**config.mk**
```make
export PLATFORM = sky130hd
export DESIGN_NAME = card_glue_top
export DESIGN_NICKNAME = d
export VERILOG_FILES = /design/src/hw/a2_card_pkg.sv /design/src/hw/video_pkg.sv /design/src/hw/card_cfg_if.sv /design/src/hw/card_config_regs.sv /design/src/hw/bus_response.sv /design/src/hw/audio_mixer.sv /design/src/hw/framebuffer_feed.sv /design/src/hw/card_glue_top.sv
export SDC_FILE = /design/constraint.sdc
export NUM_CORES = 1
export LEC_CHECK = 0
export ABC_AREA = 1
export BUFFER_PORTS_ARGS = -buffer_cell sky130_fd_sc_hd__buf_4
export CAP_MARGIN = 20
export CORE_MARGIN = 8
export CORE_UTILIZATION = 30
export DETAILED_ROUTE_END_ITERATION = 10
export HOLD_SLACK_MARGIN = 0.06
export SLEW_MARGIN = 20
export SYNTH_ARGS = -nofsm -noshare
export SYNTH_HDL_FRONTEND = slang
export SYNTH_HIERARCHICAL = 1
export SYNTH_SLANG_ARGS = --single-unit
export TNS_END_PERCENT = 1
```
**constraint.sdc**
```tcl
create_clock -name a2bus_if -period 4.3 [get_ports a2bus_if]
set_input_delay 0.43 -clock a2bus_if [delete_from_list [all_inputs] [get_ports a2bus_if]]
set_output_delay 0.43 -clock a2bus_if [all_outputs]
set_load 0.02 [all_outputs]
```
**src/hw/a2_card_pkg.sv**
```systemverilog
`default_nettype none

package a2_card_pkg;

    // Apple II bus side
    typedef logic [7:0] bus_data_t;

    // Host register port
    typedef logic [7:0]  apb_addr_t;
    typedef logic [31:0] apb_data_t;

    // Audio path widths
    typedef logic signed [15:0] audio_sample_t;
    typedef logic [9:0]         card_audio_t;
    typedef logic [12:0]        audio_ext_t;

    // Register map
    localparam apb_addr_t CTRL_ADDR   = 8'h00;
    localparam apb_addr_t BORDER_ADDR = 8'h04;

    // Control register bits
    localparam int CTRL_SPEAKER_BIT = 0;
    localparam int CTRL_GS_BIT      = 1;
    localparam int CTRL_IRQ_BIT     = 2;
    localparam int CTRL_DOUT_BIT    = 3;

    // Card levels sit three bits up in the 13-bit term
    localparam int CARD_AUDIO_SHIFT = 3;

    // Speaker click lands on the top bit of the 13-bit term
    localparam int SPEAKER_SHIFT = 12;

endpackage

`default_nettype wire

```
**src/hw/video_pkg.sv**
```systemverilog
`default_nettype none

package video_pkg;

    typedef logic [3:0]  color_index_t;
    typedef logic [11:0] rgb444_t;
    typedef logic [17:0] rgb666_t;
    typedef logic [10:0] fb_width_t;
    typedef logic [9:0]  fb_height_t;

    // Frame geometry per source
    localparam fb_width_t  APPLE_FB_WIDTH  = 11'd560;
    localparam fb_height_t APPLE_FB_HEIGHT = 10'd192;
    localparam fb_width_t  SHR_FB_WIDTH    = 11'd640;
    localparam fb_height_t SHR_FB_HEIGHT   = 10'd200;

    // Border colours, Apple II set first, then the IIgs set
    localparam rgb444_t BORDER_PALETTE [32] = '{
        12'h000, 12'h924, 12'h42a, 12'hd4e,
        12'h064, 12'h888, 12'h39e, 12'hcbf,
        12'h450, 12'hc73, 12'h888, 12'hfac,
        12'h3c2, 12'hcd6, 12'h7ec, 12'hfff,
        // IIgs
        12'h000, 12'hd03, 12'h009, 12'hd2d,
        12'h072, 12'h555, 12'h22f, 12'h6af,
        12'h850, 12'hf60, 12'haaa, 12'hf98,
        12'h1d0, 12'hff0, 12'h4f9, 12'hfff
    };

endpackage

`default_nettype wire

```
**src/hw/card_cfg_if.sv**
```systemverilog
`default_nettype none

interface card_cfg_if;

    logic                    speaker_en;
    logic                    gs_mode;
    logic                    irq_en;
    logic                    dout_en;
    video_pkg::color_index_t border_color;

    // Register bank side
    modport ctrl (output speaker_en, gs_mode, irq_en, dout_en, border_color);

    // Consumers of the settings
    modport user (input speaker_en, gs_mode, irq_en, dout_en, border_color);

endinterface

`default_nettype wire

```
**src/hw/card_config_regs.sv**
```systemverilog
`default_nettype none

module card_config_regs (
    input  wire                    a2bus_if,
    input  wire                    rst_n_i,
    input  wire                    psel_i,
    input  wire                    penable_i,
    input  wire                    pwrite_i,
    input  a2_card_pkg::apb_addr_t paddr_i,
    input  a2_card_pkg::apb_data_t pwdata_i,
    output a2_card_pkg::apb_data_t prdata_o,
    output logic                   pready_o,
    output logic                   pslverr_o,
    card_cfg_if.ctrl               cfg_o
);

    logic [3:0]              ctrl_q;
    video_pkg::color_index_t border_q;

    logic access_w;
    logic ctrl_hit_w;
    logic border_hit_w;

    // Access phase of a transfer
    assign access_w     = psel_i & penable_i;
    assign ctrl_hit_w   = (paddr_i == a2_card_pkg::CTRL_ADDR);
    assign border_hit_w = (paddr_i == a2_card_pkg::BORDER_ADDR);

    always_ff @(posedge a2bus_if or negedge rst_n_i) begin
        if (!rst_n_i) begin
            ctrl_q   <= '0;
            border_q <= '0;
        end else if (access_w && pwrite_i) begin
            if (ctrl_hit_w) begin
                ctrl_q <= pwdata_i[3:0];
            end
            if (border_hit_w) begin
                border_q <= pwdata_i[3:0];
            end
        end
    end

    // Read back, upper bits stay zero
    always_comb begin
        prdata_o = '0;
        if (ctrl_hit_w) begin
            prdata_o = a2_card_pkg::apb_data_t'(ctrl_q);
        end else if (border_hit_w) begin
            prdata_o = a2_card_pkg::apb_data_t'(border_q);
        end
    end

    // No wait states
    assign pready_o  = access_w;
    assign pslverr_o = access_w & ~(ctrl_hit_w | border_hit_w);

    assign cfg_o.speaker_en   = ctrl_q[a2_card_pkg::CTRL_SPEAKER_BIT];
    assign cfg_o.gs_mode      = ctrl_q[a2_card_pkg::CTRL_GS_BIT];
    assign cfg_o.irq_en       = ctrl_q[a2_card_pkg::CTRL_IRQ_BIT];
    assign cfg_o.dout_en      = ctrl_q[a2_card_pkg::CTRL_DOUT_BIT];
    assign cfg_o.border_color = border_q;

endmodule

`default_nettype wire

```
**src/hw/bus_response.sv**
```systemverilog
`default_nettype none

module bus_response (
    input  wire                    a2bus_if,
    input  wire                    rst_n_i,
    input  wire                    ssc_rd_i,
    input  wire                    ssp_rd_i,
    input  wire                    mb_rd_i,
    input  a2_card_pkg::bus_data_t ssc_data_i,
    input  a2_card_pkg::bus_data_t ssp_data_i,
    input  a2_card_pkg::bus_data_t mb_data_i,
    input  a2_card_pkg::bus_data_t bus_data_i,
    input  wire                    ssc_irq_n_i,
    input  wire                    ssp_irq_n_i,
    input  wire                    mb_irq_n_i,
    card_cfg_if.user               cfg_i,
    output a2_card_pkg::bus_data_t data_out_o,
    output logic                   data_out_en_o,
    output logic                   irq_n_o
);

    always_ff @(posedge a2bus_if or negedge rst_n_i) begin
        if (!rst_n_i) begin
            data_out_o    <= '0;
            data_out_en_o <= 1'b0;
            irq_n_o       <= 1'b1;
        end else begin
            // Serial card wins, then sprite, then sound
            data_out_o <= ssc_rd_i ? ssc_data_i :
                          ssp_rd_i ? ssp_data_i :
                          mb_rd_i  ? mb_data_i  : bus_data_i;
            data_out_en_o <= (ssc_rd_i | ssp_rd_i | mb_rd_i) & cfg_i.dout_en;
            // Lines are active low, so AND merges them
            irq_n_o <= cfg_i.irq_en ? (ssc_irq_n_i & ssp_irq_n_i & mb_irq_n_i) : 1'b1;
        end
    end

endmodule

`default_nettype wire

```
**src/hw/audio_mixer.sv**
```systemverilog
`default_nettype none

module audio_mixer (
    input  wire                        a2bus_if,
    input  wire                        rst_n_i,
    input  a2_card_pkg::audio_sample_t glu_l_i,
    input  a2_card_pkg::audio_sample_t glu_r_i,
    input  a2_card_pkg::card_audio_t   ssp_audio_i,
    input  a2_card_pkg::card_audio_t   mb_l_i,
    input  a2_card_pkg::card_audio_t   mb_r_i,
    input  wire                        speaker_i,
    card_cfg_if.user                   cfg_i,
    output a2_card_pkg::audio_sample_t audio_l_o,
    output a2_card_pkg::audio_sample_t audio_r_o
);

    a2_card_pkg::audio_ext_t ssp_ext_w;
    a2_card_pkg::audio_ext_t mb_l_ext_w;
    a2_card_pkg::audio_ext_t mb_r_ext_w;
    a2_card_pkg::audio_ext_t spk_ext_w;

    // Unsigned card levels widened into 13-bit terms
    assign ssp_ext_w  = a2_card_pkg::audio_ext_t'(ssp_audio_i) << a2_card_pkg::CARD_AUDIO_SHIFT;
    assign mb_l_ext_w = a2_card_pkg::audio_ext_t'(mb_l_i) << a2_card_pkg::CARD_AUDIO_SHIFT;
    assign mb_r_ext_w = a2_card_pkg::audio_ext_t'(mb_r_i) << a2_card_pkg::CARD_AUDIO_SHIFT;
    assign spk_ext_w  = a2_card_pkg::audio_ext_t'(speaker_i & cfg_i.speaker_en)
                        << a2_card_pkg::SPEAKER_SHIFT;

    // Sums wrap at 16 bits, the terms are zero-extended
    always_ff @(posedge a2bus_if or negedge rst_n_i) begin
        if (!rst_n_i) begin
            audio_l_o <= '0;
            audio_r_o <= '0;
        end else begin
            audio_l_o <= glu_l_i + a2_card_pkg::audio_sample_t'(ssp_ext_w)
                       + a2_card_pkg::audio_sample_t'(mb_l_ext_w)
                       + a2_card_pkg::audio_sample_t'(spk_ext_w);
            audio_r_o <= glu_r_i + a2_card_pkg::audio_sample_t'(ssp_ext_w)
                       + a2_card_pkg::audio_sample_t'(mb_r_ext_w)
                       + a2_card_pkg::audio_sample_t'(spk_ext_w);
        end
    end

endmodule

`default_nettype wire

```
**src/hw/framebuffer_feed.sv**
```systemverilog
`default_nettype none

module framebuffer_feed (
    input  wire                     a2bus_if,
    input  wire                     rst_n_i,
    input  wire                     shrg_mode_i,
    input  wire                     scan_vsync_i,
    input  wire                     apple_we_i,
    input  video_pkg::rgb666_t      apple_data_i,
    input  wire                     apple_vsync_i,
    input  wire                     shr_we_i,
    input  video_pkg::rgb666_t      shr_data_i,
    input  wire                     shr_vsync_i,
    card_cfg_if.user                cfg_i,
    output logic                    fb_we_o,
    output video_pkg::rgb666_t      fb_data_o,
    output logic                    fb_vsync_o,
    output video_pkg::fb_width_t    fb_width_o,
    output video_pkg::fb_height_t   fb_height_o,
    output video_pkg::rgb666_t      border_rgb_o
);

    logic               use_shr_q;
    logic [4:0]         border_idx_w;
    video_pkg::rgb444_t border_444_w;

    // Mode only changes at a frame boundary so a frame is never mixed
    always_ff @(posedge a2bus_if or negedge rst_n_i) begin
        if (!rst_n_i) begin
            use_shr_q <= 1'b0;
        end else if (scan_vsync_i) begin
            use_shr_q <= shrg_mode_i;
        end
    end

    assign fb_we_o     = use_shr_q ? shr_we_i    : apple_we_i;
    assign fb_data_o   = use_shr_q ? shr_data_i  : apple_data_i;
    assign fb_vsync_o  = use_shr_q ? shr_vsync_i : apple_vsync_i;
    assign fb_width_o  = use_shr_q ? video_pkg::SHR_FB_WIDTH  : video_pkg::APPLE_FB_WIDTH;
    assign fb_height_o = use_shr_q ? video_pkg::SHR_FB_HEIGHT : video_pkg::APPLE_FB_HEIGHT;

    // IIgs colours live in the upper half of the table
    assign border_idx_w = {cfg_i.gs_mode, cfg_i.border_color};
    assign border_444_w = video_pkg::BORDER_PALETTE[border_idx_w];

    // Each nibble padded with two low zero bits
    always_ff @(posedge a2bus_if or negedge rst_n_i) begin
        if (!rst_n_i) begin
            border_rgb_o <= '0;
        end else begin
            border_rgb_o <= {border_444_w[11:8], 2'b00,
                             border_444_w[7:4],  2'b00,
                             border_444_w[3:0],  2'b00};
        end
    end

endmodule

`default_nettype wire

```
**src/hw/card_glue_top.sv**
```systemverilog
`default_nettype none

module card_glue_top (
    input  wire                        a2bus_if,
    input  wire                        rst_n_i,
    // Host register port
    input  wire                        psel_i,
    input  wire                        penable_i,
    input  wire                        pwrite_i,
    input  a2_card_pkg::apb_addr_t     paddr_i,
    input  a2_card_pkg::apb_data_t     pwdata_i,
    output a2_card_pkg::apb_data_t     prdata_o,
    output logic                       pready_o,
    output logic                       pslverr_o,
    // Card bus responses
    input  wire                        ssc_rd_i,
    input  wire                        ssp_rd_i,
    input  wire                        mb_rd_i,
    input  a2_card_pkg::bus_data_t     ssc_data_i,
    input  a2_card_pkg::bus_data_t     ssp_data_i,
    input  a2_card_pkg::bus_data_t     mb_data_i,
    input  a2_card_pkg::bus_data_t     bus_data_i,
    input  wire                        ssc_irq_n_i,
    input  wire                        ssp_irq_n_i,
    input  wire                        mb_irq_n_i,
    output a2_card_pkg::bus_data_t     data_out_o,
    output logic                       data_out_en_o,
    output logic                       irq_n_o,
    // Audio sources
    input  a2_card_pkg::audio_sample_t glu_l_i,
    input  a2_card_pkg::audio_sample_t glu_r_i,
    input  a2_card_pkg::card_audio_t   ssp_audio_i,
    input  a2_card_pkg::card_audio_t   mb_l_i,
    input  a2_card_pkg::card_audio_t   mb_r_i,
    input  wire                        speaker_i,
    output a2_card_pkg::audio_sample_t audio_l_o,
    output a2_card_pkg::audio_sample_t audio_r_o,
    // Framebuffer streams
    input  wire                        shrg_mode_i,
    input  wire                        scan_vsync_i,
    input  wire                        apple_we_i,
    input  video_pkg::rgb666_t         apple_data_i,
    input  wire                        apple_vsync_i,
    input  wire                        shr_we_i,
    input  video_pkg::rgb666_t         shr_data_i,
    input  wire                        shr_vsync_i,
    output logic                       fb_we_o,
    output video_pkg::rgb666_t         fb_data_o,
    output logic                       fb_vsync_o,
    output video_pkg::fb_width_t       fb_width_o,
    output video_pkg::fb_height_t      fb_height_o,
    output video_pkg::rgb666_t         border_rgb_o
);

    card_cfg_if cfg ();

    card_config_regs u_config_regs (.*, .cfg_o(cfg));

    bus_response u_bus_response (.*, .cfg_i(cfg));

    audio_mixer u_audio_mixer (.*, .cfg_i(cfg));

    framebuffer_feed u_framebuffer_feed (.*, .cfg_i(cfg));

endmodule

`default_nettype wire

```
==> run metrics <==
outcome completed; dpl ws 1.54 ns; sequential-to-total area share from yosys stat approximately 28%; gp weighted congestion 0.898; clk buf depth 2; vias in the first global route 5574; fmax 418 MHz; largest area contributor in the netlist dfrtp_1; vias approximately 5200; startpoint types input pin; Area Growth Syn to Fin 36.9%; Post-synth EDFFs 0; post-cts resize count 0; minimum clock period after layout 2.39 ns; CP max FO 3; # setup viols final 0; CTS buffer count 9; Root Driver clkbuf_16; Max-Cap Viols 0; # port buffers 243; relative slew slack 45.3%; cts hold-fix bufs 0; first-pass GRT wire length between 20 and 30 mm; Power Total 2.64 mW; via/cell ratio 4.19; Synth cell types 36; FP Rows 50; layout cell share with drive strength beyond 1 29.1%; power per cell area around 340 nW/µm²; Fill cells 1916; Post-synth top flop dfrtp_1; Worst Path Required 4.53 ns; all-layer global routing usage 14.8%; FF+latch area roughly 1600 µm²; Worst-Skew Late Latency 0.34 ns; GR Overflow Total 0; Die Y 153 µm; area occupied by multi-input gates around 3100 µm²; synth top area cells dfrtp_1 (28%), nand2_1 (18%), ha_1 (10%); R2R Path Start u_config_regs/ctrl_q[0]; critical path arrival approximately 2.6 ns; die width roughly 150 µm; nets approximately 1300; Setup crit end kind register; YS warnings 6; final WL 17.2 mm; clock skew 0.00548 ns; TritonCTS clock tree done; count leader, synth nand2_1; fraction of registers with async set or reset after synthesis between 90% and 100%; Synth Instances 777; Post-route DRC 0; worst setup margin 1.91 ns; Hold WC Path Type input pin to asynchronous set/reset pin; initial antenna violation count 0; detailed-route wire length per cell 13.8 µm; I/O pin total 323; Clock transition at path regs 0.06 ns; Post-Syn Area 5630 µm²; Post-CTS Setup Bufs 0; VDD IR-drop max about 0.00024 V; top cell type's share of synthesized area 27.6%; #FFs+latches synth 63; drt first pass iters 4; largest net degree at the start of global routing 64; ANT nets after route 0; Diodes inserted 0; final hold violation count 0; static leakage 4.71 nW; Crit Path Class input pin to register; area of the core roughly 19000 µm²; Sink Count 63; slew at the pin closest to its max-slew limit slightly above 0.8 ns; Initial Util 30.3%; fin crit share 55.6%; Max H-tree Level 3; setup tns final 0 ns; RSZ-0062 raised after global routing false; Synth top cells by count nand2_1 (277), inv_1 (141), dfrtp_1 (62), buf_4 (57), nand3_1 (54); die area 23400 µm²; First DRT Iteration DRCs 153; Slew Viols, Final 0; Critical path origin glu_l_i[5]; flop-to-flop setup slack 2.18 ns; Syn Area/Cell ~7.2 µm²; hpwl dp 14.4 mm
-- power by group --
group | internal (mW) | switching [mW]
clock network | 0.449 | 0.295
logic | 0.474 | 0.679
registers | 0.704 | 0.0348
total | 1.63 | 1.01
-- flip-flops by register name, indices dropped and copies added (netlist names) --
| register | count |
|---|---|
| u_config_regs/ctrl_q | 4 |
| u_framebuffer_feed/use_shr_q | 1 |
| u_bus_response/data_out_o | 8 |
| u_framebuffer_feed/border_rgb_o | 12 |
| u_bus_response/data_out_en_o | 1 |
| u_bus_response/irq_n_o | 1 |
| u_config_regs/cfg_o.border_color | 4 |
| u_audio_mixer/audio_r_o | 16 |
| u_audio_mixer/audio_l_o | 16 |
-- cell type report --
class	instances	share of cell area (%)
Clock buffer	9	2.92
Clock inverter	7	0.942
Inverter	147	7.20
Multi-Input combinational cell	546	40.9
Sequential cell	63	20.5
Tap cell	234	3.80
Timing Repair Buffer	244	23.8
-- metrics by stage --
step | utilization, % | cell area, µm² | hold slack, ns | instances
after floorplan | - | 5810 | 0.134 | 825
after global placement | 39.8 | 7400 | 0.463 | 1234
after detailed placement | 39.8 | 7400 | 0.459 | 1234
after CTS | 41.4 | 7700 | 0.178 | 1250
after global routing | 41.4 | 7700 | 0.177 | 1250
final | 41.4 | 7700 | 0.188 | 1250
-- path summary, 6_finish.rpt --
path | endpoint | depth (start not counted)
min in group a2bus_if | u_audio_mixer/audio_l_o[0] | 1
worst min register to register | u_bus_response/irq_n_o | 1
worst max register to register | u_audio_mixer/audio_r_o[14] | 10
max in group asynchronous | u_audio_mixer/audio_r_o[8] | 1
worst min-delay path | u_config_regs/ctrl_q[0] | 1
worst max-delay path | u_audio_mixer/audio_l_o[13] | 14
-- kinds of logic (layout without fill, tap and decap cells) --
group,count (synthesis),after routing,share of synthesized area (%)
other cells,3,51,0.200
fa+ha+maj,69,69,18.5
flops,63,63,28.0
xor+xnor,8,8,1.25
compound gates,30,30,3.29
buf+inv,216,407,19.2
simple gates,388,388,29.4
-- routing by layer --
layer / track usage (%) / vias up / share of wire (%)
met5: 0 / - / 0
met4: 4.05 / 0 / 1.1
met3: 5.38 / 14 / 8.1
met2: 25.6 / 208 / 49
met1: 16.8 / 2324 / 42
li1: - / 2693 / -
-- placed cells by master, fill, tap and decap left out, types with 12 or more instances in the layout --
cell type	netlist	routed
nor2_1	27	27
conb_1	3	51
buf_4	57	244
inv_1	141	141
a21oi_1	12	12
nand3_1	54	54
ha_1	45	45
dfrtp_1	62	62
nand2_1	277	277
fa_1	24	24
-- worst max-delay path: stages --
cell	delay, ns
buf_4	0.08
inv_1	0.04
fa_1	0.52
inv_1	0.04
ha_1	0.27
ha_1	0.22
inv_1	0.07
fa_1	0.40
inv_1	0.11
nand3_1	0.07
nand3_1	0.15
nand2_1	0.09
nand3_1	0.09
nand2_1	0.05
No activity file was read; power rests on OpenSTA's default activity.
